<file path="src/include/boom_config.svh">
`ifndef BOOM_CONFIG_SVH
`define BOOM_CONFIG_SVH

// visible screen in pixels
`define SCREEN_W 320
`define SCREEN_H 240

// one frame buffer word carries this many horizontally adjacent pixels
`define WORD_BITS 16

// SCREEN_W / WORD_BITS
`define WORDS_PER_ROW 20

// words in the bit map, WORDS_PER_ROW * SCREEN_H
`define FB_DEPTH 4800

// enough to address FB_DEPTH words
`define FB_ADDR_BITS 13

`endif

</file>
<file path="src/logic/boomPkg.sv">
`include "boom_config.svh"

package boomPkg;

  // screen coordinates
  typedef logic [$clog2(`SCREEN_W)-1:0] pixelX_t;
  typedef logic [$clog2(`SCREEN_H)-1:0] pixelY_t;

  // word address is row * WORDS_PER_ROW + word column
  typedef logic [`FB_ADDR_BITS-1:0] fbAddr_t;

  // bit i of a word is the pixel at x = WORD_BITS * column + i
  typedef logic [`WORD_BITS-1:0] fbWord_t;

  typedef enum logic [1:0] {
    PNT_IDLE,
    PNT_FEED,
    PNT_WRITE,
    PNT_DONE
  } painterState_t;

  typedef enum logic [1:0] {
    RD_IDLE,
    RD_BUS,
    RD_REPLY
  } readerState_t;

endpackage

</file>
<file path="src/logic/pixelReader.sv">
`timescale 1ns/10ps
`include "boom_config.svh"

module pixelReader import boomPkg::*; (
  input  logic    clk,
  input  logic    nrst,
  input  logic    qReq,
  input  pixelX_t qX,
  input  pixelY_t qY,
  output logic    qReady,
  output logic    qValid,
  output logic    qPixel,
  output logic    rdCyc,
  output logic    rdStb,
  output fbAddr_t rdAdr,
  input  logic    rdAck,
  input  fbWord_t rdDatR
);

  readerState_t state;
  fbAddr_t      adr;
  // pixel position inside the word
  logic [3:0]   bitSel;

  always_ff @(posedge clk) begin
    if (!nrst) begin
      state <= RD_IDLE;
    end else begin
      case (state)
        RD_IDLE: begin
          if (qReq) begin
            state <= RD_BUS;
          end
        end
        RD_BUS: begin
          if (rdAck) begin
            state <= RD_REPLY;
          end
        end
        default: begin
          state <= RD_IDLE;
        end
      endcase
    end
  end

  always_ff @(posedge clk) begin
    if (state == RD_IDLE && qReq) begin
      adr <= fbAddr_t'(qY * `WORDS_PER_ROW + qX[8:4]);
      bitSel <= qX[3:0];
    end
    if (state == RD_BUS && rdAck) begin
      qPixel <= rdDatR[bitSel];
    end
  end

  assign qReady = (state == RD_IDLE);
  assign qValid = (state == RD_REPLY);
  assign rdCyc = (state == RD_BUS);
  assign rdStb = (state == RD_BUS);
  assign rdAdr = adr;

endmodule

</file>
<file path="config.mk">
export PLATFORM = sky130hd
export DESIGN_NAME = pixelReader
export DESIGN_NICKNAME = d
export VERILOG_FILES = /design/src/logic/boomPkg.sv /design/src/logic/pixelReader.sv
export VERILOG_INCLUDE_DIRS = /design/src /design/src/include
export SDC_FILE = /design/constraint.sdc
export NUM_CORES = 1
export LEC_CHECK = 0
export BUFFER_PORTS_ARGS = -buffer_cell sky130_fd_sc_hd__buf_2
export CAP_MARGIN = 30
export CORE_ASPECT_RATIO = 1.1
export CORE_MARGIN = 2
export CORE_UTILIZATION = 52
export DETAILED_ROUTE_END_ITERATION = 16
export PLACE_DENSITY = 0.85
export SLEW_MARGIN = 20
export SYNTH_ARGS = -nofsm -noshare
export SYNTH_HDL_FRONTEND = slang
export SYNTH_SLANG_ARGS = --single-unit
</file>
<file path="constraint.sdc">
create_clock -name clk -period 4.4 [get_ports clk]
set_clock_uncertainty 0.2 [all_clocks]
set_input_delay 0.22 -clock clk [delete_from_list [all_inputs] [get_ports clk]]
set_output_delay 0.22 -clock clk [all_outputs]
set_load 0.05 [all_outputs]
</file>
==> out/qor.yml <==
cts:
  cts_max_level: 1
  path_clk_slew_ns: 0.11
  cts.repair.resized: 0
  clockBufferDepth: 2
  cts.sinks: 20
  cts_made_buffers: 3
  cts_tree: "yes"
  root_buffer: "clkbuf_4"
  worstSkewPairLatency_ns: 0.30
floorplan:
  die_w_um: 53.1
  core-area_um2: 2520
  io-pin-count: 55
  start_util_pct: 54.8
  die_area_um2: 3090
  rows: 19
  dieHeight_um: 58.1
critical_path:
  worstPathCellList: "buf_2 -> ha_1 -> ha_1 -> fa_1 -> a211oi_2 -> o22ai_1 -> nor4b_4 -> nand4_1 -> nand3_1"
  worstSetupStartpointType: "primary input"
  cp_common_cell: "ha_1"
  crit_slowest_cell: "fa_1"
  criticalPathCategory: "primary input to register"
  cp.required_ns: 4.38
  cp_max_fo: 5
  critPathMaxStageDelay_ns: 0.44
  worstPathBufferInverterCount: 1
  crit_path_end_kind: "register"
  crit_arrival_ns: 2.54
  worst_path_dominant_cell_family: "adder cells"
synth:
  synthArstFlopShare_pct: 0
  synth_edf_count: 18
  synth_top_area_share_pct: 39.1
  syn_area_um2: 1380
  postSynthCellCount: 108
  synth_area_per_cell_um2: 12.8
  synth_warnings: 0
  syn_nets: 162
  synth_ff_type: "edfxtp_1"
  synthTopCellsByArea: "edfxtp_1 39%, ha_1 14%, mux4_2 8.2%, xnor2_1 3.8%, dfxtp_1 2.9%"
  ys_types: 35
  yosysMostFrequentCell: "edfxtp_1"
  synth-seq-area-share_pct: 42.0
  synthTopCellsByCount: "18 x edfxtp_1, 15 x ha_1, 7 x nor2_1"
  synth_top_area_cell: "edfxtp_1"
  ys_ff_latch: 20
detailed_routing:
  routed_wl_mm: 3.09
  antenna_left: 0
  vias: 1115
  drt_first_pass_iters: 6
  drc_errors: 0
  viasPerCell: 5.47
  drtIter0Drc: 47
  wl_per_cell_um: 15.1
sta:
  hold_viol: 0
  period_needed_ns: 2.57
  max_clock_freq_mhz: 390
  tightest_slew_ns: 0.764
  drv_slew: 0
  relSlewSlack_pct: 49.1
  timing.final.setup_violations: 0
  post-route-period-util_pct: 58.3
  rsz0062_at_grt: "false"
  setup_tns_ns: 0
pwr:
  p_sw_uw: 208
  switching_share_pct: 33.6
  p_leak_uw: 0.000803
  power_density_nw_per_um2: 342
  pwr-share-seq_pct: 39.0
  p_int_uw: 412
  vdd_drop_max_v: 0.000240
  pwr-share-comb_pct: 37.5
  clockPowerShare_pct: 23.5
global_routing:
  grt_max_degree: 19
  grt_usage_pct: 21.1
  first_global_vias: 1034
  grt_pass1_wl_mm: 4.64
  grt_overflow: 0
  antenna_found_initial: 0
status:
  status: "finished, final reports clean"
finish:
  drive_gt1_share_pct: 41.0
  fin_nets: 228
  syn_to_final_growth_pct: 31.4
  final_cells: 204
  antenna_cells: 0
placement:
  place_hpwl_mm: 2.32
  io_buffers: 54
  place_inst: 192
  globalplace.congestion: 0.784
flow_run:
  maxCapViolCount: 0
hold_path:
  hold_path_class: "primary input to register"
worst paths after layout:
path | cells past startpoint | slack [ns] | to | from
hold / removal | 2 | 0.03 | rdAdr[2] | qX[6]
setup / recovery | 9 | 1.83 | rdAdr[12] | qY[1]
setup reg to reg | 2 | 2.42 | qPixel | bitSel[0]
hold reg to reg | 1 | 0.46 | qPixel | bitSel[3]
registers in the layout (all words and copies together), names as in the netlist:
signal and flops:
rdAdr 13, bitSel 4, state 2, qPixel 1
what timing repair did:
action | CTS | global route
hold buffers | 8 | 0
hold endpoints to repair | 8 | 0
buffers inserted | 0 | 0
cells in the final DEF (no fill, tap or decap), types with 2 or more instances in the layout:
master / count
fa_1: 2
and2_1: 3
nand3_1: 2
nor2_1: 7
a21o_1: 2
nand4_1: 2
nand2_1: 3
nor3b_1: 2
ha_1: 15
edfxtp_1: 18
nor2b_1: 5
clkbuf_4: 3
o21ai_0: 6
xor2_1: 2
mux4_2: 5
dlygate4sd3_1: 8
xnor2_1: 6
a211oi_2: 2
buf_2: 54
dfxtp_1: 2
inv_1: 6
o21a_1: 2
logic make-up (layout without fill, tap and decap cells):
kind of cell / count (synthesis) / after routing / synth area share, %
AO/OA/AOI/OAI: 21 / 21 / 11.6
AND/OR/NAND/NOR: 29 / 29 / 13.3
XOR/XNOR: 9 / 9 / 6.25
buffers and inverters: 7 / 72 / 2.17
multiplexers: 5 / 5 / 8.15
adder cells (fa/ha/maj): 17 / 17 / 16.5
flip-flops: 20 / 20 / 42.0
per-stage QoR:
stage | cell area [um^2] | utilization (%) | hold slack, ns | worst slack [ns] | power [uW]
after floorplan | 1380 | - | 0.119 | 1.85 | 416
after global placement | 1680 | 66.8 | 0.197 | 1.63 | 461
after detailed placement | 1680 | 66.8 | 0.199 | 1.53 | 470
after CTS | 1820 | 72.0 | 0.0237 | 1.85 | 622
after global routing | 1820 | 72.0 | 0.0347 | 1.66 | 650
final | 1820 | 72.0 | 0.0324 | 1.83 | 621
metal layers:
| metal | up-vias | global-route usage [%] | wire [um] |
|---|---|---|---|
| met5 | - | 0 | 0 |
| met4 | 0 | 7.69 | 22 |
| met3 | 2 | 1.03 | 222 |
| met2 | 49 | 40.4 | 1630 |
| met1 | 517 | 24.1 | 1210 |
| li1 | 547 | - | - |
area by class of cell:
| class | count | area (um^2) |
|---|---|---|
| clock inverter | 1 | 30.0 |
| sequential | 20 | 581 |
| multi-input combinational | 81 | 771 |
| timing repair buffer | 62 | 350 |
| inverter | 6 | 22.5 |
| fill | 186 | 704 |
| clock buffer | 3 | 22.5 |
| tap | 31 | 38.8 |
power groups by stage:
stage	clock network [uW]	logic, uW	registers (uW)
2_1_floorplan	0	117	299
3_3_place_gp	0	216	245
3_5_place_dp	0	224	246
4_1_cts	150	231	242
5_1_grt	154	252	244
6_report	146	233	242
No activity file was read; power rests on OpenSTA's default activity.
