**src/include/boom_config.svh**
```systemverilog
`ifndef BOOM_CONFIG_SVH
`define BOOM_CONFIG_SVH

// visible screen in pixels
`define SCREEN_W 320
`define SCREEN_H 240

// one frame buffer word carries this many horizontally adjacent pixels
`define WORD_BITS 16

// SCREEN_W / WORD_BITS
`define WORDS_PER_ROW 20

// words in the bit map, WORDS_PER_ROW * SCREEN_H
`define FB_DEPTH 4800

// enough to address FB_DEPTH words
`define FB_ADDR_BITS 13

`endif

```
**src/logic/boomPkg.sv**
```systemverilog
`include "boom_config.svh"

package boomPkg;

  // screen coordinates
  typedef logic [$clog2(`SCREEN_W)-1:0] pixelX_t;
  typedef logic [$clog2(`SCREEN_H)-1:0] pixelY_t;

  // word address is row * WORDS_PER_ROW + word column
  typedef logic [`FB_ADDR_BITS-1:0] fbAddr_t;

  // bit i of a word is the pixel at x = WORD_BITS * column + i
  typedef logic [`WORD_BITS-1:0] fbWord_t;

  typedef enum logic [1:0] {
    PNT_IDLE,
    PNT_FEED,
    PNT_WRITE,
    PNT_DONE
  } painterState_t;

  typedef enum logic [1:0] {
    RD_IDLE,
    RD_BUS,
    RD_REPLY
  } readerState_t;

endpackage

```
**src/logic/busArbiter.sv**
```systemverilog
`timescale 1ns/10ps

module busArbiter import boomPkg::*; (
  input  logic    clk,
  input  logic    nrst,
  input  logic    pntCyc,
  input  logic    pntStb,
  input  logic    pntWe,
  input  fbAddr_t pntAdr,
  input  fbWord_t pntDatW,
  output logic    pntAck,
  output fbWord_t pntDatR,
  input  logic    rdCyc,
  input  logic    rdStb,
  input  logic    rdWe,
  input  fbAddr_t rdAdr,
  input  fbWord_t rdDatW,
  output logic    rdAck,
  output fbWord_t rdDatR,
  output logic    fbCyc,
  output logic    fbStb,
  output logic    fbWe,
  output fbAddr_t fbAdr,
  output fbWord_t fbDatW,
  input  logic    fbAck,
  input  fbWord_t fbDatR
);

  logic ownPnt;
  logic ownRd;
  // set when the reader had the bus most recently
  logic lastRd;

  always_ff @(posedge clk) begin
    if (!nrst) begin
      ownPnt <= 1'b0;
      ownRd <= 1'b0;
      lastRd <= 1'b0;
    end else if (ownPnt) begin
      if (!pntCyc) begin
        ownPnt <= 1'b0;
      end
    end else if (ownRd) begin
      if (!rdCyc) begin
        ownRd <= 1'b0;
      end
    end else if (pntCyc && (!rdCyc || lastRd)) begin
      ownPnt <= 1'b1;
      lastRd <= 1'b0;
    end else if (rdCyc) begin
      ownRd <= 1'b1;
      lastRd <= 1'b1;
    end
  end

  always_comb begin
    fbCyc = 1'b0;
    fbStb = 1'b0;
    fbWe = 1'b0;
    fbAdr = pntAdr;
    fbDatW = pntDatW;
    if (ownPnt) begin
      fbCyc = pntCyc;
      fbStb = pntStb;
      fbWe = pntWe;
    end else if (ownRd) begin
      fbCyc = rdCyc;
      fbStb = rdStb;
      fbWe = rdWe;
      fbAdr = rdAdr;
      fbDatW = rdDatW;
    end
  end

  // only the owner ever sees ack
  assign pntAck = ownPnt & fbAck;
  assign rdAck = ownRd & fbAck;
  assign pntDatR = fbDatR;
  assign rdDatR = fbDatR;

endmodule

```
**config.mk**
```make
export PLATFORM = sky130hd
export DESIGN_NAME = busArbiter
export DESIGN_NICKNAME = d
export VERILOG_FILES = /design/src/logic/boomPkg.sv /design/src/logic/busArbiter.sv
export VERILOG_INCLUDE_DIRS = /design/src /design/src/include
export SDC_FILE = /design/constraint.sdc
export NUM_CORES = 1
export LEC_CHECK = 0
export ABC_CLOCK_PERIOD_IN_PS = 1300
export BUFFER_PORTS_ARGS = -buffer_cell sky130_fd_sc_hd__buf_4
export CORE_UTILIZATION = 28
export CTS_CLUSTER_DIAMETER = 200
export DETAILED_ROUTE_END_ITERATION = 8
export PLACE_DENSITY = 0.8
export SETUP_SLACK_MARGIN = 0.5
export SKIP_CTS_REPAIR_TIMING = 1
export SLEW_MARGIN = 20
export SYNTH_ARGS = -nofsm -noshare
export SYNTH_HDL_FRONTEND = slang
export SYNTH_SLANG_ARGS = --single-unit
export TNS_END_PERCENT = 30
```
**constraint.sdc**
```tcl
create_clock -name clk -period 1.3 [get_ports clk]
set_input_delay 0.065 -clock clk [delete_from_list [all_inputs] [get_ports clk]]
set_output_delay 0.065 -clock clk [all_outputs]
set_load 0.01 [all_outputs]
```
==> results.toml, run 1 <==
[critical_path]
crit_arrival_ns = 1.45
critPathMaxStageDelay_ns = 0.32
worstSetupEndpointType = "output port"
path_class = "register to output port"
path_cells = "nor2b_4 > clkbuf_16 > mux2_4 > buf_6"
required_ns = 1.24
startpoint_type = "register"
critPathMaxFanout = 8
cpMaxStageDelayCell = "dfxtp_2"

[global_routing]
grt_pass1_vias = 770
grt_max_degree = 18
overflow = 0
grtUsageTotal = 0.122
grt_pass1_wl_mm = 3.27
antenna_found_initial = 0

[sta]
drv_slew = 0
slew_headroom = 0.847
worst_slew_pin_slew_ns = 0.229
rsz0062_at_grt = "yes"
finalClockSkew_ns = 0.00465
finalSetupViolCount = 32
fmax_mhz = 660
timing.final.crit_share = 1.17
min_period_ns = 1.52
hold_viol = 0
layout_setup_ws_ns = -0.215

[clocking]
clkSinkCount = 3
cts_tree = "yes"
clk_pin_slew_ns = 0.04
clock_tree.root_cell = "clkbuf_4"
clockBufferDepth = 2
cts-htree-levels = 1
numCtsBuffers = 3
clk-insertion-delay-late_ns = 0.24

[placed_design]
place_inst = 196
io_buffer_count = 100
gp_congestion = 0.644

[yosys]
synthDistinctLibCells = 17
synthFlopType = "dfxtp_1"
synth_area_leaders = "mux2_4, buf_4, dfxtp_1, buf_12, a22o_1"
yosysTopAreaCellShare = 0.443
ys_top_cells_by_count = "buf_4, mux2_4, a21oi_1, a22o_1, dfxtp_1"
synth_cells = 84
syn_nets = 167
yosysMostFrequentCell = "buf_4"
synth.largest_area_cell = "mux2_4"
avgSynthCellArea_um2 = 10.9
yosysSeqAreaShare = 0.0656
synthArstFlopShare = 0
synth_edf_count = 0
synth-seq-cells = 3
yosys_warnings = 0
synthesis.area_um2 = 916

[pwr]
total_power_mw = 1.01
leakagePower_nw = 0.882
ir_drop_mv = 0.447
power_density_nw_per_um2 = 608

[drt]
detailedRoute.firstIterationViolations = 34
route.detailed.wl_per_inst_um = 13.9
route.detailed.drc = 0
vias = 873
viasPerCell = 4.32
wirelength_mm = 2.81
ant_nets = 0
dr.pass1.iters = 4

[flow_run]
drv_cap = 0

[layout]
final_cells = 202
utilization = 0.537
syn_to_final_growth_pct = 80.6
drive_above_1_share = 0.905
fin_nets = 242
num_antenna_cells = 0
n_fill_cell = 266

[die]
dieArea_um2 = 3500
die_h_um = 59.2
fp.coreArea_um2 = 3080
rows = 20
die_x_um = 59.2
ios = 149
start_util = 0.298

[run_status]
violations = "setup timing"
status = "complete, but fails checks"

[worst_hold_path]
hp-class = "input port to register"
[power breakdown]
part / switching [mW] / leakage (nW) / internal, mW
clock: 0.0507 / 0.0150 / 0.115
combinational: 0.235 / 0.842 / 0.496
sequential: 0.00618 / 0.0251 / 0.102
total: 0.292 / 0.882 / 0.713
[final cells by class]
| cell class | count | area [um^2] | share of cell area |
|---|---|---|---|
| timing repair buffer | 107 | 958 | 0.579 |
| multi-input combinational | 43 | 549 | 0.332 |
| sequential | 3 | 61.3 | 0.0371 |
| tap | 44 | 55.1 | 0.0333 |
| clock buffer | 4 | 26.3 | 0.0159 |
| inverter | 1 | 3.75 | 0.00227 |
[per-stage QoR]
stage,setup TNS [ns],instance area (um^2),setup WS [ns],hold WS [ns]
6_report,-5.64,1650,-0.215,0.0912
5_1_grt,-7.01,1650,-0.263,0.0954
4_1_cts,-5.86,1490,-0.234,0.0823
3_5_place_dp,0,1470,0.0414,0.130
3_3_place_gp,0,1470,0.0448,0.130
2_1_floorplan,0,916,0.143,0.198
[flip-flops by register name, indices dropped and copies added (netlist names)]
name	count
lastRd	1
ownPnt	1
ownRd	1
[routing by layer]
layer,track usage,share of wire,vias up
met5,0,0,-
met4,0.0374,0.0036,0
met3,0.0480,0.11,5
met2,0.244,0.59,71
met1,0.110,0.30,389
li1,-,-,408
[cells by family (layout without fill, tap and decap cells)]
kind of cell	count (synthesis)	count (layout)	share of synthesized area
AOI/OAI and AO/OA	9	9	0.0792
buffers and inverters	38	112	0.351
DFF	3	3	0.0656
and+or+nand+nor	5	5	0.0369
muxes	29	29	0.467
[critical path, delay by kind of cell (launching register included)]
kind / cells / cell delay, ns
buf+inv: 2 / 0.33
mux: 1 / 0.30
flops: 1 / 0.32
simple gates: 1 / 0.25
[worst paths after layout]
path / startpoint / to / slack (ns) / cells past startpoint
setup / recovery: ownRd / fbAdr[7] / -0.22 / 4
hold / removal: pntCyc / ownPnt / 0.09 / 2
setup reg to reg: ownPnt / ownRd / 0.36 / 3
hold reg to reg: lastRd / lastRd / 0.56 / 2
[cell usage in the layout, fill, tap and decap left out]
cell and instances:
dfxtp_2 1, inv_1 1, a22o_1 3, o221a_2 1, a21oi_1 3, buf_4 74
buf_12 2, o211a_1 1, dfxtp_1 2, and2_1 2, clkbuf_4 3, nor2_4 1
nor2b_4 1, a41o_1 1, clkbuf_16 1, buf_6 30, mux2_4 29, nand2_1 1
clkbuf_1 1
Power figures use the tool's default switching activity.
==> run 2, diff against run 1 <==
- PLACE_DENSITY: 0.8 -> 0.78
==> run 2 against run 1 <==
The run still ends with setup timing left. Count of clock-buffer cells in the layout unchanged. Die area unchanged. Sequential power about the same. Global-route usage up 0.60 points. Critical path depth unchanged. Cell count down 0.99%. Flip-flop and latch count unchanged. Maximum frequency up 2.3%. Sequential share of layout area up 0.32 points. Critical path type unchanged.
==> results.toml, run 2 (synthesis results as in run 1) <==
[layout]
largest_registers = "lastRd x1, ownPnt x1, ownRd x1"
multi_input_area_um2 = 549
final_cell_mix = "buf_4, mux2_4, buf_6"
n_fill_cell = 286
syn_to_final_growth_pct = 69.7
num_antenna_cells = 0
regArea_um2 = 62.6
utilization = 0.505
fin_nets = 240
final_common_cell = "buf_4"
drive_above_1_share = 0.910
final_area_um2 = 1550

[die]
ios = 149
dieArea_um2 = 3500
fp.coreArea_um2 = 3080
die_h_um = 59.2
start_util = 0.298
rows = 20
die_x_um = 59.2

[sta]
layout_setup_ws_ns = -0.180
finalSetupViolCount = 29
rsz0062_at_grt = "yes"
drv_slew = 0
tns_ns = -3.88
worst_slew_pin_slew_ns = 0.142
timing.final.crit_share = 1.14
finalClockSkew_ns = 0.00296
min_period_ns = 1.48
fmax_mhz = 675
slew_headroom = 0.905
hold_viol = 0
holdWs_ns = 0.110

[critical_path]
cpMaxStageDelayCell = "dfxtp_2"
startpoint_type = "register"
cpMostUsedCell = "buf_4"
path_class = "register to output port"
critPathMaxFanout = 8
critPathMaxStageDelay_ns = 0.32
worstSetupEndpointType = "output port"
crit_arrival_ns = 1.42
required_ns = 1.24
path_cells = "nor2b_4 > buf_4 > mux2_4 > buf_4"
reg2regPathDepth = 4

[pwr]
power_frac_comb = 0.713
sw_frac_of_total = 0.289
pwr-share-seq = 0.116
intPower_uw = 665
ir_drop_mv = 0.444
p_switching_uw = 270
leakagePower_nw = 0.844
clkPwrFrac = 0.171
power_density_nw_per_um2 = 602
total_power_uw = 935

[drt]
route.detailed.wl_per_inst_um = 13.1
ant_nets = 0
viasPerCell = 4.22
vias = 844
detailedRoute.firstIterationViolations = 17
route.detailed.drc = 0
dr.pass1.iters = 4
wirelength_mm = 2.62

[global_routing]
grtUsageTotal = 0.128
overflow = 0
grt_pass1_wl_mm = 3.39
grt_pass1_vias = 768
grt_max_degree = 15
antenna_found_initial = 0

[clocking]
clockBufferDepth = 2
numCtsBuffers = 3
clk-insertion-delay-late_ns = 0.23
clkSinkCount = 3
clock_tree.root_cell = "clkbuf_4"
clk_pin_slew_ns = 0.03
cts_tree = "yes"
cts-htree-levels = 1

[flow_run]
drv_cap = 0

[placed_design]
placed_cell_area_um2 = 1450
io_buffer_count = 100
dp.final_hpwl_mm = 2.20
gp_congestion = 0.676

[worst_hold_path]
min_path_cells = 2
hp-class = "input port to register"

[run_status]
status = "complete, but fails checks"
violations = "setup timing"
## run 2: cell types whose count changed in the layout (fill, tap and decap cells not counted), sizes merged
| cell | change |
|---|---|
| clkbuf | -1 |
| buf | -1 |
## run 2: power by group through the flow
| stage | Clock, mW | Combinational (mW) | Sequential [mW] |
|---|---|---|---|
| floorplan | 0 | 0.423 | 0.107 |
| global placement | 0 | 0.619 | 0.108 |
| detailed placement | 0 | 0.625 | 0.109 |
| CTS | 0.170 | 0.626 | 0.107 |
| global route | 0.177 | 0.708 | 0.109 |
| finish | 0.160 | 0.667 | 0.108 |
## run 2: critical path, delay by kind of cell (launching register included)
| kind | cells | cell delay [ns] |
|---|---|---|
| muxes | 1 | 0.32 |
| and+or+nand+nor | 1 | 0.19 |
| DFF | 1 | 0.32 |
| buffers and inverters | 2 | 0.36 |
## run 2: through the flow
stage	setup slack [ns]	std cells
floorplan	0.143	84
global placement	0.0686	196
detailed placement	0.0361	196
CTS	-0.220	200
global route	-0.235	200
finish	-0.180	200
## run 2: worst paths after layout
kind | start | end | slack (ns)
setup / recovery | ownRd | fbDatW[0] | -0.18
hold / removal | nrst | ownRd | 0.11
setup reg to reg | ownPnt | lastRd | 0.35
hold reg to reg | lastRd | lastRd | 0.57
## run 2: area by class of cell
class	count	share of cell area
Timing Repair Buffer	105	0.552
Clock buffer	4	0.0169
Tap cell	44	0.0354
Sequential cell	3	0.0403
Multi-Input combinational cell	43	0.353
Inverter	1	0.00242
## run 2: routing by layer
layer  vias to the layer above  GRT usage  share of wire
met2                        71      0.226           0.53
met3                         4     0.0721           0.13
li1                        404          -              -
met5                         -          0              0
met4                         0     0.0510         0.0073
met1                       365      0.122           0.33
