## config.mk

```make
export PLATFORM = sky130hd
export DESIGN_NAME = boomGlyph
export DESIGN_NICKNAME = d
export VERILOG_FILES = /design/src/logic/boomPkg.sv /design/src/logic/boomGlyph.sv
export VERILOG_INCLUDE_DIRS = /design/src /design/src/include
export SDC_FILE = /design/constraint.sdc
export NUM_CORES = 1
export LEC_CHECK = 0
export BUFFER_PORTS_ARGS = -buffer_cell sky130_fd_sc_hd__buf_2
export CORE_ASPECT_RATIO = 1.2
export CORE_MARGIN = 4
export CORE_UTILIZATION = 44
export CTS_CLUSTER_SIZE = 12
export DETAILED_ROUTE_END_ITERATION = 10
export SETUP_SLACK_MARGIN = 0.05
export SYNTH_ARGS = -nofsm -noshare
export SYNTH_HDL_FRONTEND = slang
export SYNTH_SLANG_ARGS = --single-unit
```

## constraint.sdc

```tcl
create_clock -name clk -period 10.3 [get_ports clk]
set_input_delay 2.575 -clock clk [delete_from_list [all_inputs] [get_ports clk]]
set_output_delay 2.575 -clock clk [all_outputs]
set_load 0.02 [all_outputs]
```

## src/include/boom_config.svh

```systemverilog
`ifndef BOOM_CONFIG_SVH
`define BOOM_CONFIG_SVH

// visible screen in pixels
`define SCREEN_W 320
`define SCREEN_H 240

// one frame buffer word carries this many horizontally adjacent pixels
`define WORD_BITS 16

// SCREEN_W / WORD_BITS
`define WORDS_PER_ROW 20

// words in the bit map, WORDS_PER_ROW * SCREEN_H
`define FB_DEPTH 4800

// enough to address FB_DEPTH words
`define FB_ADDR_BITS 13

`endif

```

## src/logic/boomPkg.sv

```systemverilog
`include "boom_config.svh"

package boomPkg;

  // screen coordinates
  typedef logic [$clog2(`SCREEN_W)-1:0] pixelX_t;
  typedef logic [$clog2(`SCREEN_H)-1:0] pixelY_t;

  // word address is row * WORDS_PER_ROW + word column
  typedef logic [`FB_ADDR_BITS-1:0] fbAddr_t;

  // bit i of a word is the pixel at x = WORD_BITS * column + i
  typedef logic [`WORD_BITS-1:0] fbWord_t;

  typedef enum logic [1:0] {
    PNT_IDLE,
    PNT_FEED,
    PNT_WRITE,
    PNT_DONE
  } painterState_t;

  typedef enum logic [1:0] {
    RD_IDLE,
    RD_BUS,
    RD_REPLY
  } readerState_t;

endpackage

```

## src/logic/boomGlyph.sv

```systemverilog
`timescale 1ns/10ps

module boomGlyph import boomPkg::*; (
  input  logic    clk,
  input  logic    nrst,
  input  pixelX_t originX,
  input  pixelY_t originY,
  input  pixelX_t x,
  input  pixelY_t y,
  output logic    boomPixel
);

  // horizontal bars, offsets from the origin
  localparam pixelX_t horX [8] = '{
    9'd4, 9'd27, 9'd60, 9'd60, 9'd93, 9'd93, 9'd126, 9'd126
  };
  localparam pixelY_t horY [8] = '{
    8'd42, 8'd42, 8'd0, 8'd42, 8'd0, 8'd42, 8'd0, 8'd42
  };

  // vertical bars come in upper and lower pairs per column
  localparam pixelX_t verX [16] = '{
    9'd0, 9'd0, 9'd23, 9'd23, 9'd46, 9'd46, 9'd56, 9'd56,
    9'd79, 9'd79, 9'd89, 9'd89, 9'd112, 9'd112, 9'd122, 9'd122
  };
  localparam pixelY_t verY [16] = '{
    8'd3, 8'd24, 8'd3, 8'd24, 8'd3, 8'd24, 8'd3, 8'd24,
    8'd3, 8'd24, 8'd3, 8'd24, 8'd3, 8'd24, 8'd3, 8'd24
  };

  // one extra bit of headroom so the lettering clips at the screen edge
  logic [9:0] baseX;
  logic [9:0] baseY;
  logic [9:0] px;
  logic [9:0] py;
  logic       boomDetect;

  assign baseX = {1'b0, originX};
  assign baseY = {2'b00, originY};
  assign px = {1'b0, x};
  assign py = {2'b00, y};

  // a stroke is five pixels thick; its outer rows are cut short by 2,
  // the next ones in by 1, on whichever ends are tapered
  function automatic logic strokeHit(
    input logic [9:0] along,
    input logic [9:0] across,
    input logic [9:0] alongBase,
    input logic [9:0] acrossBase,
    input logic [4:0] len,
    input logic       taperLo,
    input logic       taperHi
  );
    logic [9:0] d;
    logic [1:0] cut;
    logic [9:0] lo;
    logic [9:0] hi;
    d = across - acrossBase;
    if (d == 10'd0 || d == 10'd4) begin
      cut = 2'd2;
    end else if (d == 10'd1 || d == 10'd3) begin
      cut = 2'd1;
    end else begin
      cut = 2'd0;
    end
    lo = alongBase + (taperLo ? cut : 2'd0);
    hi = alongBase + len - 10'd1 - (taperHi ? cut : 2'd0);
    strokeHit = (across >= acrossBase) && (across <= acrossBase + 10'd4) &&
                (along >= lo) && (along <= hi);
  endfunction

  always_comb begin
    boomDetect = 1'b0;
    for (int i = 0; i < 8; i++) begin
      if (strokeHit(px, py, baseX + horX[i], baseY + horY[i], 5'd20, 1'b1, 1'b1)) begin
        boomDetect = 1'b1;
      end
    end
    for (int j = 0; j < 16; j++) begin
      if (strokeHit(py, px, baseY + verY[j], baseX + verX[j], 5'd20, 1'b1, 1'b1)) begin
        boomDetect = 1'b1;
      end
    end
    // lower spine of the B, tapered only at its top
    if (strokeHit(py, px, baseY + 10'd24, baseX + 10'd137, 5'd17, 1'b1, 1'b0)) begin
      boomDetect = 1'b1;
    end
    // short middle bar of the B
    if (strokeHit(px, py, baseX + 10'd126, baseY + 10'd21, 5'd12, 1'b1, 1'b1)) begin
      boomDetect = 1'b1;
    end
    // upper spine of the B, tapered only at its bottom
    if (strokeHit(py, px, baseY + 10'd6, baseX + 10'd137, 5'd17, 1'b0, 1'b1)) begin
      boomDetect = 1'b1;
    end
  end

  always_ff @(posedge clk) begin
    if (!nrst) begin
      boomPixel <= 1'b0;
    end else begin
      boomPixel <= boomDetect;
    end
  end

endmodule

```

==> results.json, run 1 <==
{
  "cp_common_cell": "a21oi_1",
  "synthAdderAreaFrac": 0.379,
  "max_slew_margin": 0.209,
  "syn_area_mm2": 0.0283,
  "antenna_found_initial": 2,
  "core_area_mm2": 0.0636,
  "ios": 37,
  "async_flop_share": 0,
  "most-common-layout-cells": "763 x ha_1, 340 x xnor2_1, 300 x nor2_1, 254 x a21oi_1, 242 x nand2_1",
  "grt_max_degree": 39,
  "synth_xor_area_frac": 0.168,
  "die_h_um": 286,
  "cp.buffers_inverters": 4,
  "drc": 0,
  "yosysTopAreaCell": "ha_1",
  "vias": 27900,
  "synth.area.mux_share": 0.00472,
  "crit_required_ns": 10.14,
  "fin_area_mm2": 0.0305,
  "cap_violations": 0,
  "synth_top_family_by_area": "adder cells",
  "dieArea_mm2": 0.0686,
  "syn_avg_cell_area_um2": 7.62,
  "hpwl_um": 82200,
  "cp.arrival_ns": 9.72,
  "vias_per_cell": 6.02,
  "io_buffer_count": 36,
  "max_freq_mhz": 101,
  "synth-edff-count": 0,
  "tightestPinTransition_ns": 1.18,
  "nFillCells": 6492,
  "regMostFlops": "boomPixel",
  "drtIter0Drc": 1790,
  "cp_slowest_cell": "a2111o_1",
  "avgRoutedWirePerCell_um": 22.2,
  "synth-main-ff-cell": "dfxtp_1",
  "hp-class": "primary input to flip-flop",
  "critPathCaptureType": "flip-flop",
  "routed_wirelength_um": 103000,
  "syn_nets": 4578,
  "final_antenna_net_count": 0,
  "path_clk_slew_ns": 0.01,
  "slew_violations": 0,
  "top_regs": "boomPixel (1)",
  "cts_hold_buf": 0,
  "netlist.area_leader.share": 0.338,
  "slowest_delay_ns": 0.44,
  "crit_type": "primary input to flip-flop",
  "period_minus_slack_ns": 9.88,
  "setup_viol": 0,
  "place_area_mm2": 0.0303,
  "rows": 101,
  "critPathTopFamily": "compound AO/OA/AOI/OAI gates",
  "drive_gt1_frac": 0.0720,
  "period_share": 0.959,
  "ys_seq_area_frac": 0.000706,
  "grtUsageTotal": 0.292,
  "final_common_cell": "ha_1",
  "grt_overflow": 0,
  "postSynthCellCount": 3719,
  "syn2layout_area_growth_pct": 7.76,
  "cp-start-kind": "primary input",
  "synth_compound_area_frac": 0.211,
  "synth_cell_types": 99,
  "largest_reg_flops": 1,
  "rsz0062_at_grt": "false",
  "final_nets": 4678,
  "outcome": "finished clean",
  "routabilityCongestion": 1.00,
  "ys_warn_count": 0,
  "finalHoldWorstSlack_ns": 2.92,
  "yosys-top-cells-area": "ha_1 34%, xnor2_1 11%, xor2_1 5.2%",
  "first_pass_iters": 6,
  "initial_core_util": 0.446,
  "hold_viol_final": 0,
  "synth-seq-cells": 1,
  "synth_simple_gate_area_share": 0.192,
  "grt_pass1_vias": 27600,
  "grt_pass1_wl_um": 159000,
  "die_w_um": 240,
  "crit_fanout": 5,
  "tns_ns": 0
}
worst min-delay path, delay by kind of cell:
| family | cells | cell delay, ns |
|---|---|---|
| buf+inv | 1 | 0.15 |
| compound gates | 2 | 0.13 |
path summary, 6_finish.rpt:
| kind | from | end | cells after the start |
|---|---|---|---|
| max | originX[1] | boomPixel | 33 |
| min | nrst | boomPixel | 3 |
cell usage after synthesis, drive strengths merged, types with 34 or more instances:
library cell,instances
nand4,53
nand3,74
nor2b,76
o21a,76
a21oi,256
nor4,34
nor3,122
a21o,61
nor2,303
inv,244
nand2b,55
fa,58
o21ai,226
xnor2,357
nand2,243
buf,36
o211ai,36
xor2,169
clkbuf,41
ha,765
what timing repair did:
action,4_1_cts,5_1_grt
gates resized for setup,0,48
setup buffers,0,9
setup endpoints to repair,0,1
kinds of logic after synthesis:
logic type | Yosys count
buffers and inverters | 323
xor gates and xnor gates | 527
adders and majority gates | 824
muxes | 13
DFF | 1
AOI/OAI and AO/OA | 929
and+or+nand+nor | 1102
area by class of cell:
type,count,area [um2],area share
multi-input cells,3395,27300,0.895
repair buffers,175,1230,0.0403
well taps,824,1030,0.0338
inverters,246,935,0.0306
flip-flops and latches,1,20.0,0.000655
diodes,2,5.00,0.000164
metal layers:
metal | vias to the layer above | GRT usage | wire, um
met2 | 824 | 0.513 | 49100
met1 | 13200 | 0.355 | 42800
met5 | - | 0 | 0
met4 | 0 | 0.147 | 6440
li1 | 13700 | - | -
met3 | 247 | 0.0230 | 4840
through the flow:
stage	setup WS, ns	std cells	utilization
after CTS	0.0938	4632	0.476
after global routing	0.00467	4641	0.480
after floorplan	0.486	3719	-
final	0.423	4643	0.481
after global placement	0.340	4632	0.476
after detailed placement	0.128	4632	0.476
==> inputs of run 2 (changes only) <==
- CORE_UTILIZATION: 44 -> 40
- CTS_BUF_LIST: default -> sky130_fd_sc_hd__clkbuf_16
- SKIP_LAST_GASP: default -> 1
==> run 2 against run 1 <==
Core utilization fell by 4.1 points. First-iteration DRC count rose by 2.2%. Sequential share of layout area barely moved. Routed wire length rose by 0.66%. Setup slack got worse by 0.017 ns. Via count rose by 0.54%. Maximum frequency fell by 0.18%. Cell count rose by 2.1%.
==> results.json, run 2 (same netlist as run 1, synthesis figures left out) <==
{
  "worstHoldPathCells": 3,
  "die_w_um": 251,
  "hpwl_um": 83000,
  "hold_path_startpoint": "nrst",
  "ir_worst_vdd_mv": 0.0416,
  "cts_hold_buf": 0,
  "routed_wirelength_um": 104000,
  "initial_core_util": 0.406,
  "dieArea_mm2": 0.0752,
  "p_leak_nw": 13.5,
  "max_slew_margin": 0.282,
  "core_area_mm2": 0.0699,
  "grt_pass1_wl_um": 159000,
  "antenna_found_initial": 2,
  "cap_violations": 0,
  "final_common_cell": "ha_1",
  "rsz0062_at_grt": "false",
  "drc": 0,
  "placed_cells": 4731,
  "vias_per_cell": 5.93,
  "crit_fanout": 5,
  "crit_required_ns": 10.14,
  "avgRoutedWirePerCell_um": 21.9,
  "period_share": 0.961,
  "grt_pass1_vias": 27500,
  "rows": 106,
  "min_to": "boomPixel",
  "die_h_um": 300,
  "final_nets": 4681,
  "max_freq_mhz": 101,
  "cp_slowest_cell": "fa_1",
  "slowest_delay_ns": 0.43,
  "largest_reg_flops": 1,
  "hold_viol_final": 0,
  "crit_type": "primary input to flip-flop",
  "io_buffer_count": 36,
  "vias": 28100,
  "final_antenna_net_count": 0,
  "grt_max_degree": 36,
  "hp-class": "primary input to flip-flop",
  "pwr_density_cell_mw_per_mm2": 72.6,
  "period_minus_slack_ns": 9.89,
  "cp-start-kind": "primary input",
  "ios": 37,
  "instances_no_fill": 4739,
  "tns_ns": 0,
  "most-common-layout-cells": "760 x ha_1, 337 x xnor2_1, 300 x nor2_1, 252 x a21oi_1, 242 x nand2_1",
  "grtUsageTotal": 0.264,
  "fin_area_mm2": 0.0307,
  "critPathCaptureType": "flip-flop",
  "regMostFlops": "boomPixel",
  "path_clk_slew_ns": 0.01,
  "drive_gt1_frac": 0.0728,
  "cp.arrival_ns": 9.74,
  "syn2layout_area_growth_pct": 8.26,
  "slew_violations": 0,
  "outcome": "finished clean",
  "routabilityCongestion": 0.986,
  "tightestPinTransition_ns": 1.07,
  "first_pass_iters": 5,
  "top_regs": "boomPixel (1)",
  "grt_overflow": 0,
  "setup_viol": 0,
  "finalHoldWorstSlack_ns": 2.93,
  "drtIter0Drc": 1829,
  "place_area_mm2": 0.0304
}
[run 2: changes by cell type in the layout (fill, tap and decap cells not counted), sizes merged]
cell / previous run / this run
clkinvlp: 3 / 1
inv: 241 / 243
buf: 175 / 178
diode: 2 / 1
[run 2: layer usage]
layer | up-vias | wire [um] | global-route usage
met3 | 256 | 4860 | 0.0172
li1 | 13700 | - | -
met1 | 13300 | 43700 | 0.327
met5 | - | 0 | 0
met4 | 0 | 6120 | 0.122
met2 | 891 | 49100 | 0.466
[run 2: worst max path at each step]
stage / startpoint / depth (start not counted) / end / slack, ns
2_1_floorplan: originY[1] / 30 / boomPixel / 0.49
3_3_place_gp: originX[0] / 33 / boomPixel / 0.07
3_5_place_dp: originX[0] / 33 / boomPixel / -0.03
4_1_cts: originX[0] / 34 / boomPixel / 0.09
5_1_grt: originX[1] / 34 / boomPixel / 0.03
6_report: originX[1] / 34 / boomPixel / 0.41
[run 2: repair_timing]
item	in CTS	in global routing
resized for setup	2	49
endpoints found under the setup margin	1	1
cloned	0	0
pin swaps	1	6
setup buffers	1	6
[run 2: cell type report]
| cell class | instances | area, um2 |
|---|---|---|
| Fill cell | 7254 | 39200 |
| Multi-Input combinational cell | 3395 | 27300 |
| Timing Repair Buffer | 178 | 1250 |
| Tap cell | 918 | 1150 |
| Inverter | 246 | 927 |
| Sequential cell | 1 | 20.0 |
| Antenna cell | 1 | 2.50 |
[run 2: power breakdown]
group | leakage, nW | total (mW) | internal [mW] | switching [mW]
Clock | 0.00000634 | 0.0000000130 | 0.0000000130 | 0
Combinational | 13.5 | 2.22 | 0.895 | 1.32
Sequential | 0.00841 | 0.00748 | 0.00582 | 0.00166
Total | 13.5 | 2.23 | 0.901 | 1.33
[run 2: worst max-delay path: cells and delay by family]
family	cells	cell delay, ns
adders and majority gates	6	1.92
AOI/OAI and AO/OA	16	3.48
and+or+nand+nor	5	0.75
buffers and inverters	5	0.82
xor gates and xnor gates	2	0.18
[run 2: through the flow]
stage	utilization	setup slack [ns]	total power, mW
2_1_floorplan	-	0.486	1.54
5_1_grt	0.439	0.0263	2.48
4_1_cts	0.436	0.0908	2.19
3_5_place_dp	0.435	-0.0276	2.17
6_report	0.439	0.406	2.23
3_3_place_gp	0.435	0.0678	2.16
Power figures use the tool's default switching activity.
