--- config.mk ---
export PLATFORM = sky130hd
export DESIGN_NAME = bannerPainter
export DESIGN_NICKNAME = d
export VERILOG_FILES = /design/src/logic/boomPkg.sv /design/src/logic/bannerPainter.sv
export VERILOG_INCLUDE_DIRS = /design/src /design/src/include
export SDC_FILE = /design/constraint.sdc
export NUM_CORES = 1
export LEC_CHECK = 0
export BUFFER_PORTS_ARGS = -buffer_cell sky130_fd_sc_hd__buf_2
export CAP_MARGIN = 25
export CORE_UTILIZATION = 40
export CTS_CLUSTER_SIZE = 10
export DETAILED_ROUTE_END_ITERATION = 8
export GPL_TIMING_DRIVEN = 0
export HOLD_SLACK_MARGIN = 0.05
export PLACE_DENSITY = 0.63
export SYNTH_ARGS = -nofsm -noshare
export SYNTH_HDL_FRONTEND = slang
export SYNTH_SLANG_ARGS = --single-unit
--- constraint.sdc ---
create_clock -name clk -period 3.2 [get_ports clk]
set_input_delay 0 -clock clk [delete_from_list [all_inputs] [get_ports clk]]
set_output_delay 0 -clock clk [all_outputs]
set_load 0.05 [all_outputs]
--- src/include/boom_config.svh ---
`ifndef BOOM_CONFIG_SVH
`define BOOM_CONFIG_SVH

// visible screen in pixels
`define SCREEN_W 320
`define SCREEN_H 240

// one frame buffer word carries this many horizontally adjacent pixels
`define WORD_BITS 16

// SCREEN_W / WORD_BITS
`define WORDS_PER_ROW 20

// words in the bit map, WORDS_PER_ROW * SCREEN_H
`define FB_DEPTH 4800

// enough to address FB_DEPTH words
`define FB_ADDR_BITS 13

`endif

--- src/logic/boomPkg.sv ---
`include "boom_config.svh"

package boomPkg;

  // screen coordinates
  typedef logic [$clog2(`SCREEN_W)-1:0] pixelX_t;
  typedef logic [$clog2(`SCREEN_H)-1:0] pixelY_t;

  // word address is row * WORDS_PER_ROW + word column
  typedef logic [`FB_ADDR_BITS-1:0] fbAddr_t;

  // bit i of a word is the pixel at x = WORD_BITS * column + i
  typedef logic [`WORD_BITS-1:0] fbWord_t;

  typedef enum logic [1:0] {
    PNT_IDLE,
    PNT_FEED,
    PNT_WRITE,
    PNT_DONE
  } painterState_t;

  typedef enum logic [1:0] {
    RD_IDLE,
    RD_BUS,
    RD_REPLY
  } readerState_t;

endpackage

--- src/logic/bannerPainter.sv ---
`timescale 1ns/10ps
`include "boom_config.svh"

module bannerPainter import boomPkg::*; (
  input  logic    clk,
  input  logic    nrst,
  input  logic    start,
  input  pixelX_t originX,
  input  pixelY_t originY,
  output logic    busy,
  output logic    done,
  output pixelX_t glyphOriginX,
  output pixelY_t glyphOriginY,
  output pixelX_t glyphX,
  output pixelY_t glyphY,
  input  logic    glyphPixel,
  output logic    pntCyc,
  output logic    pntStb,
  output logic    pntWe,
  output fbAddr_t pntAdr,
  output fbWord_t pntDatW,
  input  logic    pntAck
);

  painterState_t state;
  // 0..15 feed the glyph, 16 is the drain cycle
  logic [4:0]    feedCnt;
  logic [4:0]    wordCol;
  pixelY_t       row;
  fbAddr_t       adr;
  fbWord_t       pixWord;
  logic          lastWord;

  assign lastWord = (row == `SCREEN_H - 1) && (wordCol == `WORDS_PER_ROW - 1);

  always_ff @(posedge clk) begin
    if (!nrst) begin
      state <= PNT_IDLE;
      feedCnt <= '0;
      wordCol <= '0;
      row <= '0;
      adr <= '0;
    end else begin
      case (state)
        PNT_IDLE: begin
          if (start) begin
            state <= PNT_FEED;
            feedCnt <= '0;
            wordCol <= '0;
            row <= '0;
            adr <= '0;
          end
        end
        PNT_FEED: begin
          if (feedCnt == 5'd16) begin
            state <= PNT_WRITE;
          end else begin
            feedCnt <= feedCnt + 5'd1;
          end
        end
        PNT_WRITE: begin
          if (pntAck) begin
            feedCnt <= '0;
            adr <= adr + 1'b1;
            if (lastWord) begin
              state <= PNT_DONE;
            end else begin
              state <= PNT_FEED;
              if (wordCol == `WORDS_PER_ROW - 1) begin
                wordCol <= '0;
                row <= row + 1'b1;
              end else begin
                wordCol <= wordCol + 5'd1;
              end
            end
          end
        end
        default: begin
          state <= PNT_IDLE;
        end
      endcase
    end
  end

  // origin is held for the whole paint
  always_ff @(posedge clk) begin
    if (state == PNT_IDLE && start) begin
      glyphOriginX <= originX;
      glyphOriginY <= originY;
    end
  end

  // glyph answers one cycle late, so feed cycles 1..16 collect pixels 0..15
  always_ff @(posedge clk) begin
    if (state == PNT_FEED && feedCnt != 5'd0) begin
      pixWord <= {glyphPixel, pixWord[`WORD_BITS-1:1]};
    end
  end

  assign glyphX = {wordCol, feedCnt[3:0]};
  assign glyphY = row;

  assign pntCyc = (state == PNT_WRITE);
  assign pntStb = (state == PNT_WRITE);
  // painter never reads
  assign pntWe = 1'b1;
  assign pntAdr = adr;
  assign pntDatW = pixWord;

  assign busy = (state != PNT_IDLE);
  assign done = (state == PNT_DONE);

endmodule

==> out/qor.yml, run 1 <==
grt_pass1_wl_mm: 9.98
io_pins: 90
drt_wl_total_mm: 6.20
max_stage_delay_ns: 0.59
cellPowerDensity_nw_per_um2: 500
syn-num-nets: 266
post_synth.cell_area_avg_sq_um: 11.6
endpoint_kind: "flop"
gp_congestion: 0.785
cp_slowest_cell: "nor2_1"
fin_hold_ws_ns: 0.149
firstDrtPassIters: 4
cts.clk_slew.worst_paths_ns: 0.07
syn_inst: 239
cp.required_ns: 3.25
max_freq_mhz: 519
yosys-top-cells-count: "33 x dfxtp_1, 33 x edfxtp_1, 17 x a21oi_1"
vias_per_cell: 5.22
cts_buffer_depth: 2
yosysTopAreaCell: "edfxtp_1"
use_met3_pct: 4.18
netlist_top_cells_area: "edfxtp_1 36%, dfxtp_1 24%, a21oi_1 3.1%, o21ai_0 2.9%, ha_1 2.3%"
drt-initial-drc-count: 86
min_period_ns: 1.93
drc: 0
coreArea_sq_um: 6530
ir_drop_v: 0.000211
ys_ff_latch: 66
maxSlewHeadroom_pct: 49.0
drive_above_1_share_pct: 33.1
cp-start-kind: "flop"
ys_seq_area_share_pct: 59.6
yosysUniqueCellTypes: 51
die-area_sq_um: 7260
met1_usage_pct: 23.9
n_fill_cell: 599
worst-path-max-fanout: 9
synth_edf_count: 33
ant_nets: 0
post_drt_wl_per_cell_um: 14.1
hpwl_mm: 4.09
top_usage_layer: "met2"
die_y_um: 85.2
rsz0062_at_grt: "no"
crit_buf_inv: 2
die_width_um: 85.2
area_delta_synth_final_pct: 34.3
synth-warning-count: 0
fin_setup_tns_ns: 0
synth.cell_area_sq_um: 2770
grt_util_all_layers_pct: 17.6
antenna_cells: 0
worstHoldPathType: "primary input to flop"
cts_root_buffer: "clkbuf_8"
clock_latency_ns: 0.33
async_reset_ff_share_pct: 0
slew_violations: 0
hold_viol: 0
nets: 385
grt_util_met2_pct: 27.6
synthFlopType: "edfxtp_1"
antenna_found_initial: 0
first_global_vias: 2149
cts_buffers: 9
outcome: "completed"
initial_core_util_pct: 42.4
cts_setup_buffers: 0
path_cells: "inv_1, ha_1, nor4b_1, nor2_1, buf_6"
portBuffers: 88
grt_max_degree: 27
arrival_ns: 1.97
finalSetupViolCount: 0
via_count: 2298
overflow: 0
worst_pin_slew_ns: 0.762
p_leak_uw: 0.00148
clock-sinks: 66
htreeDepth: 3
yosysTopAreaCellShare_pct: 35.8
timing.final.crit_share_pct: 60.2
clock-skew-final_ns: 0.00710
cap_violations: 0
rows: 29
cpLargestDelayFamily: "simple AND/OR/NAND/NOR gates"
cts_tree: "done"
critPathKind: "flop to flop"
-- final cells by class --
cell class | count | area, sq um | area share, %
Sequential cell | 66 | 1650 | 44.4
Multi-Input combinational cell | 154 | 1000 | 27.0
Timing Repair Buffer | 108 | 642 | 17.2
Clock buffer | 13 | 149 | 4.00
Tap cell | 77 | 96.3 | 2.59
Buffer | 11 | 78.8 | 2.12
Clock inverter | 3 | 63.8 | 1.71
Inverter | 8 | 35.0 | 0.941
-- stage by stage --
stage	cells	setup WS [ns]	power, uW	instance area [sq um]	util, %
floorplan	239	1.17	1060	2770	-
global placement	404	1.04	1100	3310	50.6
detailed placement	405	1.23	1110	3320	50.8
CTS	440	1.22	1880	3720	57.0
global route	440	1.09	1940	3720	57.0
finish	440	1.27	1860	3720	57.0
-- power breakdown --
group | leakage [uW] | switching (uW) | internal [uW]
clock | 0.000105 | 296 | 459
combinational | 0.000802 | 131 | 56.2
sequential | 0.000574 | 8.85 | 910
total | 0.00148 | 436 | 1430
-- state kept, by name, indices dropped and copies added, names as in the netlist --
register / count
glyphOriginX: 9
glyphY: 8
feedCnt: 5
state: 2
wordCol: 5
pntDatW: 16
glyphOriginY: 8
pntAdr: 13
-- kinds of logic (layout without fill, tap and decap cells) --
| logic type | count (synthesis) | count (layout) | share of synthesized area (%) |
|---|---|---|---|
| XOR/XNOR | 8 | 8 | 2.53 |
| AND/OR/NAND/NOR | 84 | 84 | 17.4 |
| AO/OA/AOI/OAI | 56 | 56 | 14.0 |
| adder cells (fa/ha/maj) | 5 | 5 | 2.26 |
| buffers and inverters | 19 | 143 | 4.11 |
| other | 1 | 1 | 0.135 |
| flip-flops | 66 | 66 | 59.6 |
-- worst register-to-register path, stage by stage (launching register included) --
cell	delay (ns)
dfxtp_1	0.40
inv_1	0.08
ha_1	0.21
nor4b_1	0.14
nor2_1	0.59
buf_6	0.23
-- final timing paths --
path	start	cells after the start	slack, ns	endpoint
setup / recovery	feedCnt[0]$_SDFFE_PN0P_	5	1.27	pntDatW[2]$_DFFE_PP_
hold / removal	nrst	3	0.15	glyphY[0]$_SDFFE_PN0P_
setup reg to reg	feedCnt[0]$_SDFFE_PN0P_	5	1.27	pntDatW[2]$_DFFE_PP_
hold reg to reg	pntDatW[11]$_DFFE_PP_	0	0.44	pntDatW[10]$_DFFE_PP_
-- placed cells by master, fill, tap and decap left out, drive strengths merged, types with 2 or more instances in the layout --
| cell | synthesis | final |
|---|---|---|
| o21ai | 16 | 16 |
| edfxtp | 33 | 33 |
| or3 | 7 | 7 |
| or4 | 6 | 6 |
| nand2 | 16 | 16 |
| and3 | 2 | 2 |
| nand3b | 2 | 2 |
| a21oi | 18 | 18 |
| clkbuf | 3 | 16 |
| dlygate4sd3 | 0 | 19 |
| buf | 8 | 97 |
| and2 | 4 | 4 |
| clkinv | 2 | 3 |
| dfxtp | 33 | 33 |
| bufinv | 0 | 2 |
| ha | 5 | 5 |
| nand3 | 9 | 9 |
| nand4bb | 2 | 2 |
| a211oi | 2 | 2 |
| o31ai | 2 | 2 |
| o211ai | 5 | 5 |
| nor2 | 15 | 15 |
| xor2 | 7 | 7 |
| o22ai | 2 | 2 |
| nor3 | 4 | 4 |
| o2111ai | 5 | 5 |
| inv | 6 | 6 |
| nand2b | 2 | 2 |
| a31oi | 2 | 2 |
| nand4 | 4 | 4 |
-- metal layers --
layer / part of all wire, % / wire length [um]
met1: 49 / 3010
met2: 45 / 2780
met3: 5.9 / 365
met4: 0.79 / 49
met5: 0 / 0
-- what timing repair did --
item,in CTS,in global routing
hold buffers,19,0
resized for setup,0,0
endpoints found under the hold margin,19,0
Note: power is estimated with default switching activity, not from simulation.
==> inputs of run 2 (changes only) <==
ABC_AREA = 1   (was default)
PLACE_DENSITY = 0.65   (was 0.63)
clock period = 1.7 ns   (was 3.2 ns; I/O delays follow)
==> run 2 against run 1 <==
  * Sequential power up 95%
  * Die area increased by 5.2%
  * Combinational power rose to 3.6 times the previous value
  * Clock-buffer cell count fell by 4
  * Power grew 100%
  * Clock skew barely moved
  * Sequential share of layout area shrank 2.4 points
  * Largest power group unchanged
==> out/qor.yml, run 2 <==
yosysUniqueCellTypes: 32  # -37%
die_y_um: 87.4  # +2.5%
cap_violations: 0  # unchanged
coreArea_sq_um: 6910  # +5.7%
n_fill_cell: 655  # +9.3%
vias_per_cell: 4.56  # -13%
cellPowerDensity_nw_per_um2: 956  # +91%
synth_fa_ha_area_share_pct: 2.15  # -0.11 points
gp_congestion: 0.801  # +2.0%
grt_max_degree: 18  # -33%
cts.clk_slew.worst_paths_ns: 0.07  # about the same
clock_latency_ns: 0.35  # +0.02 ns
hpwl_mm: 4.50  # +10%
power_frac_clock_pct: 35.0  # -5.6 points
hold_viol: 0  # unchanged
overflow: 0  # unchanged
final_cell_area_sq_um: 3950  # +6.3%
cts_buffer_depth: 2  # unchanged
slew_violations: 0  # unchanged
synth_top_family_by_area: "simple AND/OR/NAND/NOR gates"
path_cells: "inv_2, nor2_2, o21ai_0, inv_2, buf_12"
ir_drop_v: 0.000510  # +140%
portBuffers: 88  # unchanged
drive_above_1_share_pct: 32.6  # -0.47 points
p_int_uw: 2620  # +84%
grt_pass1_wl_mm: 10.6  # +5.7%
arrival_ns: 1.60  # -0.37 ns
first_global_vias: 2342  # +9.0%
post_drt_wl_per_cell_um: 12.0  # -15%
grt_util_all_layers_pct: 18.3  # +0.70 points
seqPwrFrac_pct: 47.4  # -2.0 points
yosysTopAreaCellShare_pct: 34.0  # -1.8 points
die_width_um: 87.4  # +2.5%
synth_edf_count: 33  # unchanged
max_stage_delay_ns: 0.47  # -0.12 ns
timing.final.crit_share_pct: 90.7  # +30 points
initial_core_util_pct: 42.2  # -0.19 points
largest_reg_flops: 16  # unchanged
nets: 470  # +22%
comb_power_share_pct: 17.6  # +7.5 points
clock-skew-final_ns: 0.00704  # -0.0000519 ns
synth-warning-count: 0  # unchanged
worstHoldPathType: "primary input to flop"
outcome: "completed"
synthSimpleGateAreaFrac_pct: 25.4  # +8.0 points
syn-num-nets: 347  # +30%
ys_ff_latch: 66  # unchanged
clock-sinks: 66  # unchanged
finalSetupViolCount: 0  # unchanged
cp_slowest_cell: "dfxtp_1"
syn_inst: 320  # +34%
yosysTopAreaCell: "edfxtp_1"
fin_setup_tns_ns: 0  # unchanged
via_count: 2479  # +7.9%
ys_seq_area_share_pct: 56.6  # -3.0 points
drt_wl_total_mm: 6.50  # +4.9%
layout_setup_ws_ns: 0.158  # -1.11 ns
antenna_cells: 0  # unchanged
drt-initial-drc-count: 57  # -34%
rsz0062_at_grt: "no"
cts_tree: "done"
place_area_sq_um: 3480  # +4.9%
synth.cell_area_sq_um: 2920  # +5.3%
htreeDepth: 3  # unchanged
power.net_switching_uw: 1160  # +160%
post_synth.cell_area_avg_sq_um: 9.11  # -21%
async_reset_ff_share_pct: 0  # unchanged
yosys-top-cells-count: "65 x nand2_1, 46 x inv_1, 34 x nor2_1"
post-place-ws_ns: -0.304  # -1.53 ns
firstDrtPassIters: 4  # unchanged
netlist_top_cells_area: "edfxtp_1 34%, dfxtp_1 23%, nand2_1 8.4%, inv_1 5.9%, nor2_1 4.4%"
die-area_sq_um: 7640  # +5.2%
cp-start-kind: "flop"
yosys.cell_count.top_type: "nand2_1"
max_freq_mhz: 649  # +25%
p_leak_uw: 0.00179  # +21%
antenna_found_initial: 0  # unchanged
drc: 0  # unchanged
synth-xor-area-share_pct: 0.601  # -1.9 points
area_delta_synth_final_pct: 35.6
critPathKind: "flop to flop"
min_period_ns: 1.54  # -0.385 ns
io_pins: 90  # unchanged
cts_root_buffer: "clkbuf_8"
crit_top_cell: "inv_2"
final_common_cell: "buf_2"
cts_buffers: 9  # unchanged
rows: 30  # +3.4%
cp.required_ns: 1.76  # -1.49 ns
synth.area.mux_share_pct: 0  # unchanged
p_sw_share_pct: 30.6  # +7.1 points
synthFlopType: "edfxtp_1"
worst-path-max-fanout: 16  # +7
ant_nets: 0  # unchanged
synth-compound-area-share_pct: 6.48  # -7.5 points
final_cell_mix: "88 x buf_2, 63 x nand2_1, 44 x inv_1"
endpoint_kind: "flop"
## run 2: cell count changes in the layout (fill, tap and decap cells not counted), sizes merged, moves of 6 or more
cell    change
or3         -7
nor2       +21
nand4       +7
nand2      +57
clkbuf      -6
inv        +44
nand3      +12
xor2        -6
or4         -6
## run 2: timing repair
action,CTS,global route
hold endpoints to repair,23,0
endpoints found under the setup margin,21,29
cloned,0,0
hold buffers,20,0
resized for setup,2,8
buffers inserted,2,2
pin swaps,0,2
## run 2: final cells by class
cell class | instances | area [sq um] | area share (%)
Sequential cell | 66 | 1660 | 42.0
Multi-Input combinational cell | 196 | 1030 | 26.1
Timing Repair Buffer | 112 | 683 | 17.3
Inverter | 50 | 191 | 4.84
Clock buffer | 9 | 124 | 3.13
Tap cell | 96 | 120 | 3.04
Clock inverter | 7 | 77.6 | 1.96
Buffer | 8 | 63.8 | 1.61
## run 2: path summary, 6_finish.rpt
kind                                end  slack (ns)  cells after the start             startpoint
setup / recovery   pntDatW[4]$_DFFE_PP_        0.16                      5  state[0]$_SDFFE_PN0P_
hold / removal    state[1]$_SDFFE_PN0P_        0.19                      5                  start
setup reg to reg   pntDatW[4]$_DFFE_PP_        0.16                      5  state[0]$_SDFFE_PN0P_
hold reg to reg    pntDatW[8]$_DFFE_PP_        0.45                      0   pntDatW[9]$_DFFE_PP_
## run 2: cell families after synthesis
kind of cell,count (synthesis)
simple gates,152
xor+xnor,2
compound gates,36
buf+inv,58
other cells,1
fa+ha+maj,5
flops,66
## run 2: metrics by stage
step                      power (uW)  std cells  hold WS, ns  util, %
after floorplan                 2290        320       0.0989        -
after global placement          2430        504        0.177     50.4
after detailed placement        2440        504        0.178     50.4
after CTS                       3830        542        0.175     56.7
after global routing            3950        544        0.204     57.2
final                           3780        544        0.191     57.2
## run 2: worst max-delay path: cells and delay by family (launching register included)
kind,cells,cell delay [ns]
flops,1,0.47
simple gates,1,0.21
compound gates,1,0.19
buf+inv,3,0.38
## run 2: per-layer routing
metal,vias to the layer above,global-route usage (%),routed length (um)
met5,-,0,0
met4,0,9.99,134
met3,10,4.08,300
met2,61,30.6,3130
met1,1119,22.0,2940
li1,1289,-,-
## run 2: power groups by stage
stage	clock network (uW)	logic, uW	registers (uW)
CTS	1370	666	1790
global route	1430	714	1800
floorplan	0	270	2020
finish	1320	667	1790
global placement	0	610	1820
detailed placement	0	615	1830
==> inputs of run 3 (changes only) <==
--- a/constraint.sdc
+++ b/constraint.sdc
@@ -3,2 +3,2 @@
 set_output_delay 0 -clock clk [all_outputs]
-set_load 0.05 [all_outputs]
+set_load 0.1 [all_outputs]
==> run 3 against run 2 <==
  * Clock skew about the same
  * Sequential power about the same
  * Worst hold slack improved by 0.016 ns
  * Core utilization decreased by 0.11 points
  * Sequential share of layout area increased by 0.75 points
  * Sequential cell count unchanged
  * Largest cell class unchanged
==> out/qor.yml, run 3 (synthesis gave the netlist of run 2 again) <==
post_drt_wl_per_cell_um: 11.8  # -1.3%
drt-initial-drc-count: 88  # +54%
rows: 30  # unchanged
seqPwrFrac_pct: 46.5  # -0.9 points
drc: 0  # unchanged
arrival_ns: 1.61  # about the same
portBuffers: 88  # unchanged
grt_max_degree: 18  # unchanged
max_freq_mhz: 622  # -4.0%
vias_per_cell: 4.63  # +1.7%
outcome: "completed"
firstDrtPassIters: 4  # unchanged
htreeDepth: 3  # unchanged
die-area_sq_um: 7640  # unchanged
finalSetupViolCount: 0  # unchanged
path_cells: "inv_2, nor2_8, buf_4, buf_2"
cpLargestDelayFamily: "buffers and inverters"
final_cell_mix: "88 x buf_2, 64 x nand2_1, 44 x inv_1"
drive_above_1_share_pct: 35.3  # +2.7 points
clock_latency_ns: 0.33  # -0.02 ns
drt_wl_total_mm: 6.42  # -1.3%
clock-skew-final_ns: 0.00700  # -0.0000439 ns
largest_reg_flops: 16  # unchanged
overflow: 0  # unchanged
fin_setup_tns_ns: 0  # unchanged
cts_root_buffer: "clkbuf_8"
place_area_sq_um: 3510  # +0.86%
endpoint_kind: "output pin"
ant_nets: 0  # unchanged
worstHoldPathType: "primary input to flop"
critPathKind: "flop to output pin"
power.net_switching_uw: 1380  # +20%
area_delta_synth_final_pct: 35.3
nets: 470  # unchanged
die_y_um: 87.4  # unchanged
power_frac_clock_pct: 29.3  # -5.7 points
post-place-ws_ns: -0.316  # -0.0126 ns
worst-path-max-fanout: 7  # -9
p_leak_uw: 0.00180  # +0.41%
via_count: 2520  # +1.7%
cp-start-kind: "flop"
layout_setup_ws_ns: 0.0933  # -0.0650 ns
max_stage_delay_ns: 0.44  # -0.03 ns
rsz0062_at_grt: "no"
cts_tree: "done"
comb_power_share_pct: 24.2  # +6.6 points
die_width_um: 87.4  # unchanged
first_global_vias: 2242  # -4.3%
slew_violations: 0  # unchanged
grt_util_all_layers_pct: 17.1  # -1.2 points
gp_congestion: 0.782  # -2.4%
cellPowerDensity_nw_per_um2: 974  # +1.9%
p_sw_share_pct: 35.9  # +5.4 points
final_cell_area_sq_um: 3950  # -0.19%
cp_slowest_cell: "dfxtp_1"
cts.clk_slew.worst_paths_ns: 0.07  # about the same
io_pins: 90  # unchanged
antenna_found_initial: 0  # unchanged
coreArea_sq_um: 6910  # unchanged
cts_buffer_depth: 2  # unchanged
initial_core_util_pct: 42.2  # unchanged
p_int_uw: 2460  # -6.2%
crit_buf_inv: 3  # unchanged
cp.required_ns: 1.70  # -0.06 ns
cts_buffers: 9  # unchanged
final_common_cell: "buf_2"
min_period_ns: 1.61  # +0.0650 ns
antenna_cells: 0  # unchanged
clock-sinks: 66  # unchanged
hold_viol: 0  # unchanged
ir_drop_v: 0.000568  # +11%
grt_pass1_wl_mm: 9.96  # -5.6%
cap_violations: 0  # unchanged
timing.final.crit_share_pct: 94.5  # +3.8 points
hpwl_mm: 4.47  # -0.62%
[run 3: cell types whose count changed in the layout (fill, tap and decap cells not counted), moves of 2 or more]
cell,before,now
nand2_2,6,4
dfxtp_1,28,13
clkinv_2,1,4
dfxtp_2,4,16
dfxtp_4,1,4
[run 3: through the flow]
| step | utilization, % | total power (uW) | hold WS, ns | std cells |
|---|---|---|---|---|
| after floorplan | - | 2550 | 0.0989 | 320 |
| after global placement | 50.9 | 2690 | 0.176 | 504 |
| after detailed placement | 50.9 | 2700 | 0.178 | 504 |
| after CTS | 56.7 | 3880 | 0.190 | 542 |
| after global routing | 57.1 | 4000 | 0.218 | 544 |
| final | 57.1 | 3840 | 0.206 | 544 |
[run 3: final cells by class]
cell class | count | area, sq um
Buffer | 8 | 63.8
Clock buffer | 9 | 124
Clock inverter | 7 | 46.3
Fill cell | 638 | 2960
Inverter | 50 | 191
Multi-Input combinational cell | 196 | 1030
Sequential cell | 66 | 1690
Tap cell | 96 | 120
Timing Repair Buffer | 112 | 683
[run 3: path summary, 6_finish.rpt]
| path | startpoint | end | slack [ns] | cells past startpoint |
|---|---|---|---|---|
| worst min register to register | pntDatW[7]$_DFFE_PP_ | pntDatW[6]$_DFFE_PP_ | 0.45 | 0 |
| worst max-delay path | state[1]$_SDFFE_PN0P_ | pntStb | 0.09 | 4 |
| worst min-delay path | start | pntAdr[5]$_SDFFE_PN0P_ | 0.21 | 6 |
| worst max register to register | state[0]$_SDFFE_PN0P_ | pntDatW[3]$_DFFE_PP_ | 0.13 | 5 |
[run 3: repair_timing]
| action | 4_1_cts | 5_1_grt |
|---|---|---|
| cloned | 0 | 0 |
| pin swaps | 0 | 1 |
| hold buffers | 20 | 0 |
| gates resized for setup | 3 | 3 |
| setup endpoints to repair | 21 | 7 |
| buffers inserted | 2 | 2 |
| endpoints found under the hold margin | 24 | 0 |
[run 3: power by group through the flow]
stage / registers [uW] / logic [uW] / clock network [uW]
finish: 1790 / 929 / 1130
global route: 1800 / 977 / 1220
CTS: 1790 / 924 / 1170
detailed placement: 1820 / 872 / 0
global placement: 1820 / 868 / 0
floorplan: 2230 / 322 / 0
[run 3: per-layer routing]
layer / vias to the layer above / GRT usage, % / wire (um)
li1: 1294 / - / -
met1: 1155 / 20.8 / 2930
met2: 61 / 28.8 / 3130
met3: 10 / 5.21 / 278
met4: 0 / 6.11 / 83
met5: - / 0 / 0
[run 3: tightest hold or removal path, stage by stage]
cell and delay, ns:
buf_2 0.11, nand3_4 0.12, clkinvlp_4 0.11, nor2_4 0.06
nand2_1 0.06, nor2_1 0.04
